`config.mk`:
```
export PLATFORM = sky130hd
export DESIGN_NAME = fpu_noncomp_top
export DESIGN_NICKNAME = d
export VERILOG_FILES = /design/src/hdl/fp_format_pkg.sv /design/src/hdl/fpu_op_pkg.sv /design/src/hdl/fpu_operand_unbox.sv /design/src/hdl/fpu_compare_unit.sv /design/src/hdl/fpu_bitwise_unit.sv /design/src/hdl/fpu_result_pipe.sv /design/src/hdl/fpu_noncomp_top.sv
export SDC_FILE = /design/constraint.sdc
export NUM_CORES = 1
export LEC_CHECK = 0
export BUFFER_PORTS_ARGS = -buffer_cell sky130_fd_sc_hd__buf_4
export CAP_MARGIN = 20
export CORE_ASPECT_RATIO = 0.75
export CORE_MARGIN = 2
export CORE_UTILIZATION = 33
export CTS_CLUSTER_SIZE = 20
export DETAILED_ROUTE_END_ITERATION = 6
export PLACE_DENSITY = 0.52
export SLEW_MARGIN = 20
export SYNTH_ARGS = -nofsm -noshare
export SYNTH_HDL_FRONTEND = slang
export SYNTH_HIERARCHICAL = 1
export SYNTH_SLANG_ARGS = --single-unit
```
`constraint.sdc`:
```
create_clock -name clk_i -period 6.45 [get_ports clk_i]
set_input_delay 1.6125 -clock clk_i [delete_from_list [all_inputs] [get_ports clk_i]]
set_output_delay 1.6125 -clock clk_i [all_outputs]
set_load 0.1 [all_outputs]
```
`src/hdl/fp_format_pkg.sv`:
```
package fp_format_pkg;

  // IEEE 754 binary32 layout
  parameter int SP_WIDTH     = 32;
  parameter int SP_EXP_WIDTH = 8;
  parameter int SP_MAN_WIDTH = 23;

  // IEEE 754 binary64 layout
  parameter int DP_WIDTH     = 64;
  parameter int DP_EXP_WIDTH = 11;
  parameter int DP_MAN_WIDTH = 52;

  typedef logic [DP_WIDTH-1:0] dword_t;
  typedef logic [SP_WIDTH-1:0] word_t;

  // Quiet NaNs with only exponent and top mantissa bit set
  parameter dword_t DP_CANONICAL_NAN = 64'h7ff8_0000_0000_0000;
  // Single NaN sits boxed in the upper word of ones
  parameter dword_t SP_CANONICAL_NAN = 64'hffff_ffff_7fc0_0000;

  // Accrued exception flags with nv as the MSB
  typedef struct packed {
    logic nv;
    logic dz;
    logic of;
    logic uf;
    logic nx;
  } fflags_t;

  // FCLASS mask starting with n_inf on bit 0
  typedef struct packed {
    logic q_nan;
    logic sig_nan;
    logic p_inf;
    logic p_norm;
    logic p_sub;
    logic p_zero;
    logic n_zero;
    logic n_sub;
    logic n_norm;
    logic n_inf;
  } fclass_t;

endpackage

```
`src/hdl/fpu_op_pkg.sv`:
```
package fpu_op_pkg;

  typedef enum logic [3:0] {
    op_fsgnj  = 4'd0,
    op_fsgnjn = 4'd1,
    op_fsgnjx = 4'd2,
    op_fmin   = 4'd3,
    op_fmax   = 4'd4,
    op_feq    = 4'd5,
    op_flt    = 4'd6,
    op_fle    = 4'd7,
    op_fclass = 4'd8,
    // Float register to integer register
    op_fmvi   = 4'd9,
    // Integer register to float register
    op_imvf   = 4'd10
  } fpu_op_e;

  typedef enum logic {
    pr_single = 1'b0,
    pr_double = 1'b1
  } fp_pr_e;

  // Operand category decoded straight from the IEEE fields
  typedef struct packed {
    logic sign;
    logic is_nan;
    logic is_snan;
    logic is_inf;
    logic is_zero;
    logic is_sub;
    logic is_norm;
    logic spare;
  } operand_class_t;

  typedef struct packed {
    fp_format_pkg::dword_t  value;
    fp_format_pkg::fflags_t flags;
  } unit_result_t;

endpackage

```
`src/hdl/fpu_operand_unbox.sv`:
```
module fpu_operand_unbox (
  input  fp_format_pkg::dword_t      a_i,
  input  fp_format_pkg::dword_t      b_i,
  input  fpu_op_pkg::fp_pr_e         ipr_i,
  output fp_format_pkg::dword_t      a_val_o,
  output fp_format_pkg::dword_t      b_val_o,
  output fpu_op_pkg::operand_class_t a_class_o,
  output fpu_op_pkg::operand_class_t b_class_o
);

  import fp_format_pkg::*;
  import fpu_op_pkg::*;

  function automatic operand_class_t classify(input dword_t val, input fp_pr_e pr);
    logic           sgn;
    logic           exp_ones;
    logic           exp_zero;
    logic           man_zero;
    logic           man_top;
    operand_class_t cls;
    if (pr == pr_double)
    begin
      sgn      = val[DP_WIDTH-1];
      exp_ones = &val[DP_MAN_WIDTH +: DP_EXP_WIDTH];
      exp_zero = ~|val[DP_MAN_WIDTH +: DP_EXP_WIDTH];
      man_zero = ~|val[DP_MAN_WIDTH-1:0];
      man_top  = val[DP_MAN_WIDTH-1];
    end
    else
    begin
      sgn      = val[SP_WIDTH-1];
      exp_ones = &val[SP_MAN_WIDTH +: SP_EXP_WIDTH];
      exp_zero = ~|val[SP_MAN_WIDTH +: SP_EXP_WIDTH];
      man_zero = ~|val[SP_MAN_WIDTH-1:0];
      man_top  = val[SP_MAN_WIDTH-1];
    end
    cls.sign    = sgn;
    cls.is_nan  = exp_ones & ~man_zero;
    // Signalling when the quiet bit is clear
    cls.is_snan = exp_ones & ~man_zero & ~man_top;
    cls.is_inf  = exp_ones & man_zero;
    cls.is_zero = exp_zero & man_zero;
    cls.is_sub  = exp_zero & ~man_zero;
    cls.is_norm = ~exp_ones & ~exp_zero;
    cls.spare   = 1'b0;
    return cls;
  endfunction

  logic a_boxed;
  logic b_boxed;

  // A single is valid only with the upper word all ones
  assign a_boxed = (ipr_i == pr_double) | (&a_i[DP_WIDTH-1:SP_WIDTH]);
  assign b_boxed = (ipr_i == pr_double) | (&b_i[DP_WIDTH-1:SP_WIDTH]);

  assign a_val_o = a_boxed ? a_i : SP_CANONICAL_NAN;
  assign b_val_o = b_boxed ? b_i : SP_CANONICAL_NAN;

  assign a_class_o = classify(a_val_o, ipr_i);
  assign b_class_o = classify(b_val_o, ipr_i);

endmodule

```
`src/hdl/fpu_compare_unit.sv`:
```
module fpu_compare_unit (
  input  fp_format_pkg::dword_t      a_val_i,
  input  fp_format_pkg::dword_t      b_val_i,
  input  fpu_op_pkg::operand_class_t a_class_i,
  input  fpu_op_pkg::operand_class_t b_class_i,
  input  fpu_op_pkg::fpu_op_e        op_i,
  input  fpu_op_pkg::fp_pr_e         opr_i,
  output fpu_op_pkg::unit_result_t   res_o
);

  import fp_format_pkg::*;
  import fpu_op_pkg::*;

  logic [DP_WIDTH-2:0] a_mag;
  logic [DP_WIDTH-2:0] b_mag;
  logic                mag_lt;
  logic                mag_eq;
  logic                both_zero;
  logic                unordered;
  logic                any_snan;
  logic                ord_eq;
  logic                ord_lt;
  logic                a_below;
  logic                signaling;
  logic                quiet_nv;
  dword_t              canonical;
  dword_t              min_val;
  dword_t              max_val;

  // Sign-free magnitudes with singles zero extended
  assign a_mag = (opr_i == pr_double) ? a_val_i[DP_WIDTH-2:0]
                                      : (DP_WIDTH-1)'(a_val_i[SP_WIDTH-2:0]);
  assign b_mag = (opr_i == pr_double) ? b_val_i[DP_WIDTH-2:0]
                                      : (DP_WIDTH-1)'(b_val_i[SP_WIDTH-2:0]);

  assign mag_lt    = a_mag < b_mag;
  assign mag_eq    = a_mag == b_mag;
  assign both_zero = a_class_i.is_zero & b_class_i.is_zero;
  assign unordered = a_class_i.is_nan | b_class_i.is_nan;
  assign any_snan  = a_class_i.is_snan | b_class_i.is_snan;

  // +0 and -0 compare equal
  assign ord_eq = both_zero | ((a_class_i.sign == b_class_i.sign) & mag_eq);

  always_comb
  begin
    if (both_zero)
      ord_lt = 1'b0;
    else if (a_class_i.sign != b_class_i.sign)
      ord_lt = a_class_i.sign;
    else if (!a_class_i.sign)
      ord_lt = mag_lt;
    else
      ord_lt = ~mag_lt & ~mag_eq;
  end

  // For min/max a negative zero sits below a positive one
  assign a_below = ord_lt | (both_zero & a_class_i.sign & ~b_class_i.sign);

  assign canonical = (opr_i == pr_double) ? DP_CANONICAL_NAN : SP_CANONICAL_NAN;

  always_comb
  begin
    if (a_class_i.is_nan && b_class_i.is_nan)
    begin
      min_val = canonical;
      max_val = canonical;
    end
    else if (a_class_i.is_nan)
    begin
      min_val = b_val_i;
      max_val = b_val_i;
    end
    else if (b_class_i.is_nan)
    begin
      min_val = a_val_i;
      max_val = a_val_i;
    end
    else
    begin
      min_val = a_below ? a_val_i : b_val_i;
      max_val = a_below ? b_val_i : a_val_i;
    end
  end

  assign signaling = (op_i == op_flt) | (op_i == op_fle);
  assign quiet_nv  = op_i inside {op_feq, op_fmin, op_fmax};

  always_comb
  begin
    res_o.value = '0;
    res_o.flags = '{nv: (signaling & unordered) | (quiet_nv & any_snan), default: 1'b0};
    unique case (op_i)
      op_feq:  res_o.value = dword_t'(~unordered & ord_eq);
      op_flt:  res_o.value = dword_t'(~unordered & ord_lt);
      op_fle:  res_o.value = dword_t'(~unordered & (ord_lt | ord_eq));
      op_fmin: res_o.value = min_val;
      op_fmax: res_o.value = max_val;
      default: res_o.value = '0;
    endcase
  end

endmodule

```
`src/hdl/fpu_bitwise_unit.sv`:
```
module fpu_bitwise_unit (
  input  fp_format_pkg::dword_t      a_i,
  input  fp_format_pkg::dword_t      a_val_i,
  input  fp_format_pkg::dword_t      b_val_i,
  input  fpu_op_pkg::operand_class_t a_class_i,
  input  fpu_op_pkg::fpu_op_e        op_i,
  input  fpu_op_pkg::fp_pr_e         opr_i,
  output fpu_op_pkg::unit_result_t   res_o
);

  import fp_format_pkg::*;
  import fpu_op_pkg::*;

  logic    a_sgn;
  logic    b_sgn;
  logic    inj_sgn;
  word_t   a_word;
  dword_t  fsgn_val;
  fclass_t fclass_val;

  assign a_sgn = (opr_i == pr_double) ? a_val_i[DP_WIDTH-1] : a_val_i[SP_WIDTH-1];
  assign b_sgn = (opr_i == pr_double) ? b_val_i[DP_WIDTH-1] : b_val_i[SP_WIDTH-1];

  always_comb
  begin
    unique case (op_i)
      op_fsgnjn: inj_sgn = ~b_sgn;
      op_fsgnjx: inj_sgn = a_sgn ^ b_sgn;
      default:   inj_sgn = b_sgn;
    endcase
  end

  // Singles come back boxed
  assign fsgn_val = (opr_i == pr_double)
                    ? {inj_sgn, a_val_i[DP_WIDTH-2:0]}
                    : {{SP_WIDTH{1'b1}}, inj_sgn, a_val_i[SP_WIDTH-2:0]};

  assign fclass_val = '{
    q_nan:   a_class_i.is_nan & ~a_class_i.is_snan,
    sig_nan: a_class_i.is_snan,
    p_inf:   ~a_class_i.sign & a_class_i.is_inf,
    p_norm:  ~a_class_i.sign & a_class_i.is_norm,
    p_sub:   ~a_class_i.sign & a_class_i.is_sub,
    p_zero:  ~a_class_i.sign & a_class_i.is_zero,
    n_zero:  a_class_i.sign & a_class_i.is_zero,
    n_sub:   a_class_i.sign & a_class_i.is_sub,
    n_norm:  a_class_i.sign & a_class_i.is_norm,
    n_inf:   a_class_i.sign & a_class_i.is_inf
  };

  // Moves look at the raw register, not the unboxed copy
  assign a_word = a_i[SP_WIDTH-1:0];

  always_comb
  begin
    res_o.flags = '0;
    unique case (op_i)
      op_fsgnj, op_fsgnjn, op_fsgnjx:
        res_o.value = fsgn_val;
      op_fclass:
        res_o.value = dword_t'(fclass_val);
      op_fmvi:
        res_o.value = (opr_i == pr_double) ? a_val_i : dword_t'($signed(a_word));
      op_imvf:
        res_o.value = (opr_i == pr_double) ? a_i : {{SP_WIDTH{1'b1}}, a_word};
      default:
        res_o.value = '0;
    endcase
  end

endmodule

```
`src/hdl/fpu_result_pipe.sv`:
```
module fpu_result_pipe #(
  parameter int LATENCY = 4
) (
  input  logic                     clk_i,
  input  logic                     rst_i,
  input  fpu_op_pkg::fpu_op_e      op_i,
  input  fpu_op_pkg::unit_result_t cmp_res_i,
  input  fpu_op_pkg::unit_result_t bit_res_i,
  output fp_format_pkg::dword_t    result_o,
  output fp_format_pkg::fflags_t   eflags_o
);

  import fpu_op_pkg::*;

  // One stage fewer than the nominal latency
  localparam int STAGES = LATENCY - 1;

  logic                            is_cmp_op;
  unit_result_t                    sel_res;
  unit_result_t [STAGES-1:0]       stage_q;

  assign is_cmp_op = op_i inside {op_fmin, op_fmax, op_feq, op_flt, op_fle};
  assign sel_res   = is_cmp_op ? cmp_res_i : bit_res_i;

  always_ff @(posedge clk_i)
  begin
    if (rst_i)
    begin
      stage_q <= '0;
    end
    else
    begin
      stage_q[0] <= sel_res;
      for (int i = 1; i < STAGES; i++)
      begin
        stage_q[i] <= stage_q[i-1];
      end
    end
  end

  assign result_o = stage_q[STAGES-1].value;
  assign eflags_o = stage_q[STAGES-1].flags;

endmodule

```
`src/hdl/fpu_noncomp_top.sv`:
```
module fpu_noncomp_top #(
  parameter int LATENCY = 4
) (
  input  logic                   clk_i,
  input  logic                   rst_i,
  input  fp_format_pkg::dword_t  a_i,
  input  fp_format_pkg::dword_t  b_i,
  input  fpu_op_pkg::fpu_op_e    op_i,
  input  fpu_op_pkg::fp_pr_e     ipr_i,
  input  fpu_op_pkg::fp_pr_e     opr_i,
  output fp_format_pkg::dword_t  result_o,
  output fp_format_pkg::fflags_t eflags_o
);

  import fp_format_pkg::*;
  import fpu_op_pkg::*;

  dword_t         a_val;
  dword_t         b_val;
  operand_class_t a_class;
  operand_class_t b_class;
  unit_result_t   cmp_res;
  unit_result_t   bit_res;

  fpu_operand_unbox u_unbox (
    .a_i       (a_i),
    .b_i       (b_i),
    .ipr_i     (ipr_i),
    .a_val_o   (a_val),
    .b_val_o   (b_val),
    .a_class_o (a_class),
    .b_class_o (b_class)
  );

  fpu_compare_unit u_compare (
    .a_val_i   (a_val),
    .b_val_i   (b_val),
    .a_class_i (a_class),
    .b_class_i (b_class),
    .op_i      (op_i),
    .opr_i     (opr_i),
    .res_o     (cmp_res)
  );

  fpu_bitwise_unit u_bitwise (
    .a_i       (a_i),
    .a_val_i   (a_val),
    .b_val_i   (b_val),
    .a_class_i (a_class),
    .op_i      (op_i),
    .opr_i     (opr_i),
    .res_o     (bit_res)
  );

  fpu_result_pipe #(
    .LATENCY (LATENCY)
  ) u_result_pipe (
    .clk_i     (clk_i),
    .rst_i     (rst_i),
    .op_i      (op_i),
    .cmp_res_i (cmp_res),
    .bit_res_i (bit_res),
    .result_o  (result_o),
    .eflags_o  (eflags_o)
  );

endmodule

```
Word-level counts from Yosys, hierarchy flattened
Index checks and enable logic that the tools add are counted.
{ "classes": {"n_eq_ne": 13, "n_mux": 35, "bitwise": 52, "n_reduce_logical": 28, "order_cmp": 1} }
{ "ops": {"columns": ["op", "n"], "rows": [
  ["$mux W64", 14],
  ["$pmux W64 S5", 1],
  ["$pmux W64 S4", 1],
  ["$and A64 B1 Y64", 2],
  ["$mux W63", 2],
  ["$reduce_or A52 Y1", 2],
  ["$mux W69", 1],
  ["$and A64 B64 Y64", 1],
  ["$not A1 Y64", 1],
  ["$reduce_and A32 Y1", 2],
  ["$eq A63 B63 Y1", 1],
  ["$lt A63 B63 Y1", 1],
  ["$reduce_or A23 Y1", 2],
  ["$and A1 B1 Y1", 25],
  ["$reduce_and A11 Y1", 2],
  ["$reduce_or A11 Y1", 2],
  ["$eq A4 B3 Y1 const B", 4],
  ["$reduce_and A8 Y1", 2],
  ["$reduce_or A8 Y1", 2],
  ["$mux W1", 15],
  ["$not A1 Y1", 13],
  ["$eq A4 B4 Y1 const B", 3],
  ["$or A1 B1 Y1", 9],
  ["$eq A4 B2 Y1 const B", 2],
  ["other kinds (12)", 19]
]} }
{ "totals": {"inputBits": 136, "word_cells": 147, "reg_bits": 207, "output_inout_bits": 69} }

Depth between registers and ports, before layout
{ "depth": {"word_depth": 17, "mapped_depth": 22} }

Cells and area by module
Netlist, hierarchy kept.
{ "modules_own_cells": {"columns": ["mod", "area_each_um2", "cells_per_inst", "instances"], "rows": [
  ["fpu_result_pipe", 7282.0, 660, 1],
  ["fpu_compare_unit", 3000.4, 436, 1],
  ["fpu_operand_unbox", 1591.5, 264, 1],
  ["fpu_bitwise_unit", 1307.5, 179, 1]
]} }

Worst setup path before layout
Ideal clock, no wire load.
{ "synth_path": {"path_type": "input-to-reg", "start": "input port a_i[48]", "end": "register u_result_pipe/stage_q[38] (netlist bit)", "path_stages": 20, "setup_slack_ns": 0.434, "t_required_ns": 6.378, "arrival_time_ns": 5.945, "path_cell_list": "nand4_1 nor4_1 a31oi_1 clkbuf_1 clkbuf_1 or2_1 and2_1 ha_1 a21oi_1 o21ai_1 a221o_1 a211o_1 a221o_1 or4_4 nor3b_1 a211oi_4 buf_6 o2bb2ai_1 nand2b_1 mux2i_1"} }
{ "synth_rtl": {"columns": ["element", "line_no", "text"], "rows": [
  ["start, declared", "fpu_noncomp_top.sv:6", "input fp_format_pkg::dword_t a_i,"],
  ["end signal, assigned by index", "fpu_result_pipe.sv:36", "stage_q[i] <= stage_q[i-1];"],
  ["end, declared", "fpu_result_pipe.sv:20", "unit_result_t [STAGES-1:0] stage_q;"]
]} }

==> impl_metrics.tcl <==
set metrics [dict create \
    status "completed" \
    finalCritPeriodShare_pct 92.9 \
    cap_violations 0 \
    min_path_type "flop to flop" \
    cts_tree "built" \
    p_switching_mw 0.943 \
    grt_first_pass_wirelength_um 62700 \
    cts_resized 0 \
    gr-total-overflow 0 \
    stdcell_count 2188 \
    critical_path.endpoint_type "flop" \
    rsz0062_at_grt "false" \
    numCtsBuffers 23 \
    layout.cells.most_common "buf_4" \
    vias 11000 \
    grt_pass1_vias 10300 \
    start_util_pct 33.3 \
    io_buffers 204 \
    wl_um 42000 \
    p_per_area_mw_per_mm2 219 \
    clk-insertion-delay-late_ns 0.55 \
    drive_gt1_share_pct 19.8 \
    placed_cells 2143 \
    drt_pass1_iterations 5 \
    fin_crit_ns 5.99 \
    final_cell_mix "252 x buf_4, 207 x dfxtp_1, 189 x nor2b_1" \
    ios 205 \
    antenna_found_initial 3 \
    synth_area_per_cell_um2 8.57 \
    setup_viol 0 \
    route.antenna.remaining_nets 0 \
    multi_input_area_mm2 0.00776 \
    syn_inst 1533 \
    clk_pin_slew_worst_paths_ns 0.06 \
    areaGrowthSynthToFinish_pct 18.4 \
    seqCellArea_mm2 0.00414 \
    synth.cell_area_mm2 0.0131 \
    rows 63 \
    slew-limit-headroom_pct 27.4 \
    slew_viol_final 0 \
    fmax_mhz 167 \
    drcViolationCount 0 \
    hold_viol 0 \
    die_area_mm2 0.0415 \
    vias_per_cell 5.01 \
    cts.htree.levels 1 \
    combPwrFrac_pct 19.2 \
    gp_congestion 0.919 \
    crit_path_start_kind "primary input" \
    place_hpwl_um 31600 \
    core_mm2 0.0394 \
    clock_sinks 207 \
    required_ns 6.86 \
    fin_tns_setup_ns 0 \
    internal-power_mw 2.47 \
    drt_iter0_drc 827 \
    irDropWorstVdd_v 0.000178 \
    crit_type "primary input to flop" \
    clock_power_share_pct 41.9 \
    dieHeight_um 177 \
    cts_buffer_depth 3 \
    worstPathArrival_ns 6.40 \
    grt_max_degree 160 \
    yosysWarnings 6 \
    num-nets-final 1847 \
    fill_cells 4035 \
    crit_path_max_fanout 30 \
    finClkSkew_ns 0.0320 \
    p_sw_share_pct 27.6 \
    grt_use_total_pct 19.6 \
    p_seq_share_pct 38.9 \
    routedWlPerCell_um 19.2 \
    die_x_um 234 \
    postCtsHoldBufs 0 \
    p_leak_nw 6.47 \
    worstMarginPinSlew_ns 1.09 \
    post_cts_buffers 0 \
    cts-root-buf "clkbuf_16" \
]
## path summary, 6_finish.rpt
kind                                         from                               endpoint  slack, ns  depth (start not counted)
max                                       a_i[48]   u_result_pipe/stage_q[65]$_SDFF_PP0_       0.46                         21
min          u_result_pipe/stage_q[38]$_SDFF_PP0_  u_result_pipe/stage_q[107]$_SDFF_PP0_       0.43                          1
max reg2reg   u_result_pipe/stage_q[7]$_SDFF_PP0_   u_result_pipe/stage_q[76]$_SDFF_PP0_       5.75                          1
min reg2reg  u_result_pipe/stage_q[38]$_SDFF_PP0_  u_result_pipe/stage_q[107]$_SDFF_PP0_       0.43                          1
## metal layers
layer | share of wire, % | global-route usage, %
met1 | 51 | 30.4
met2 | 40 | 27.6
met3 | 6.1 | 3.22
met4 | 2.4 | 5.03
met5 | 0 | 0
## flip-flops by register name, summed over array words and instances, names as in the netlist
name and cells:
u_result_pipe/stage_q 138, u_result_pipe/result_o 64, u_result_pipe/eflags_o 5
## metrics by stage
| stage | instance area [µm²] | power, mW | utilization [%] | worst slack [ns] | hold slack [ns] |
|---|---|---|---|---|---|
| 3_3_place_gp | 14700 | 2.00 | 37.3 | -0.0217 | 0.418 |
| 2_1_floorplan | 13200 | 1.78 | - | 0.434 | 0.414 |
| 4_1_cts | 15600 | 3.45 | 39.5 | 0.555 | 0.437 |
| 6_report | 15600 | 3.41 | 39.5 | 0.458 | 0.432 |
| 5_1_grt | 15600 | 3.57 | 39.5 | 0.155 | 0.451 |
| 3_5_place_dp | 14700 | 2.00 | 37.3 | -0.00158 | 0.422 |
## critical path: stages
cell and delay [ns]:
buf_4 0.10, nand4_1 0.12, nor4_1 0.30, buf_4 0.17, a31oi_4 0.12, buf_4 0.20
buf_12 0.16, or2_1 0.26, ha_1 0.34, a21oi_1 0.16, nand2_1 0.07, a221oi_1 0.26
o21ai_0 0.23, a221o_1 0.42, or4_4 0.55, nor3b_1 0.18, a211oi_4 0.37, buf_12 0.24
o2bb2ai_1 0.14, nand2b_1 0.07, mux2i_1 0.29
## power groups by stage
stage                     logic, mW  clock network (mW)  registers, mW
after floorplan               0.427                   0           1.35
after global placement        0.641                   0           1.36
after detailed placement      0.643                   0           1.36
after CTS                     0.646                1.48           1.33
after global routing          0.708                1.53           1.33
final                         0.654                1.43           1.33
## final cells by class
cell class                      instances  share of cell area (%)
Multi-Input combinational cell       1119                    49.9
Antenna cell                            3                  0.0482
Clock inverter                         10                    1.09
Clock buffer                           32                    4.30
Tap cell                              520                    4.18
Inverter                               38                   0.916
Sequential cell                       207                    26.6
Timing Repair Buffer                  259                    13.0
No activity file was read; power rests on OpenSTA's default activity.
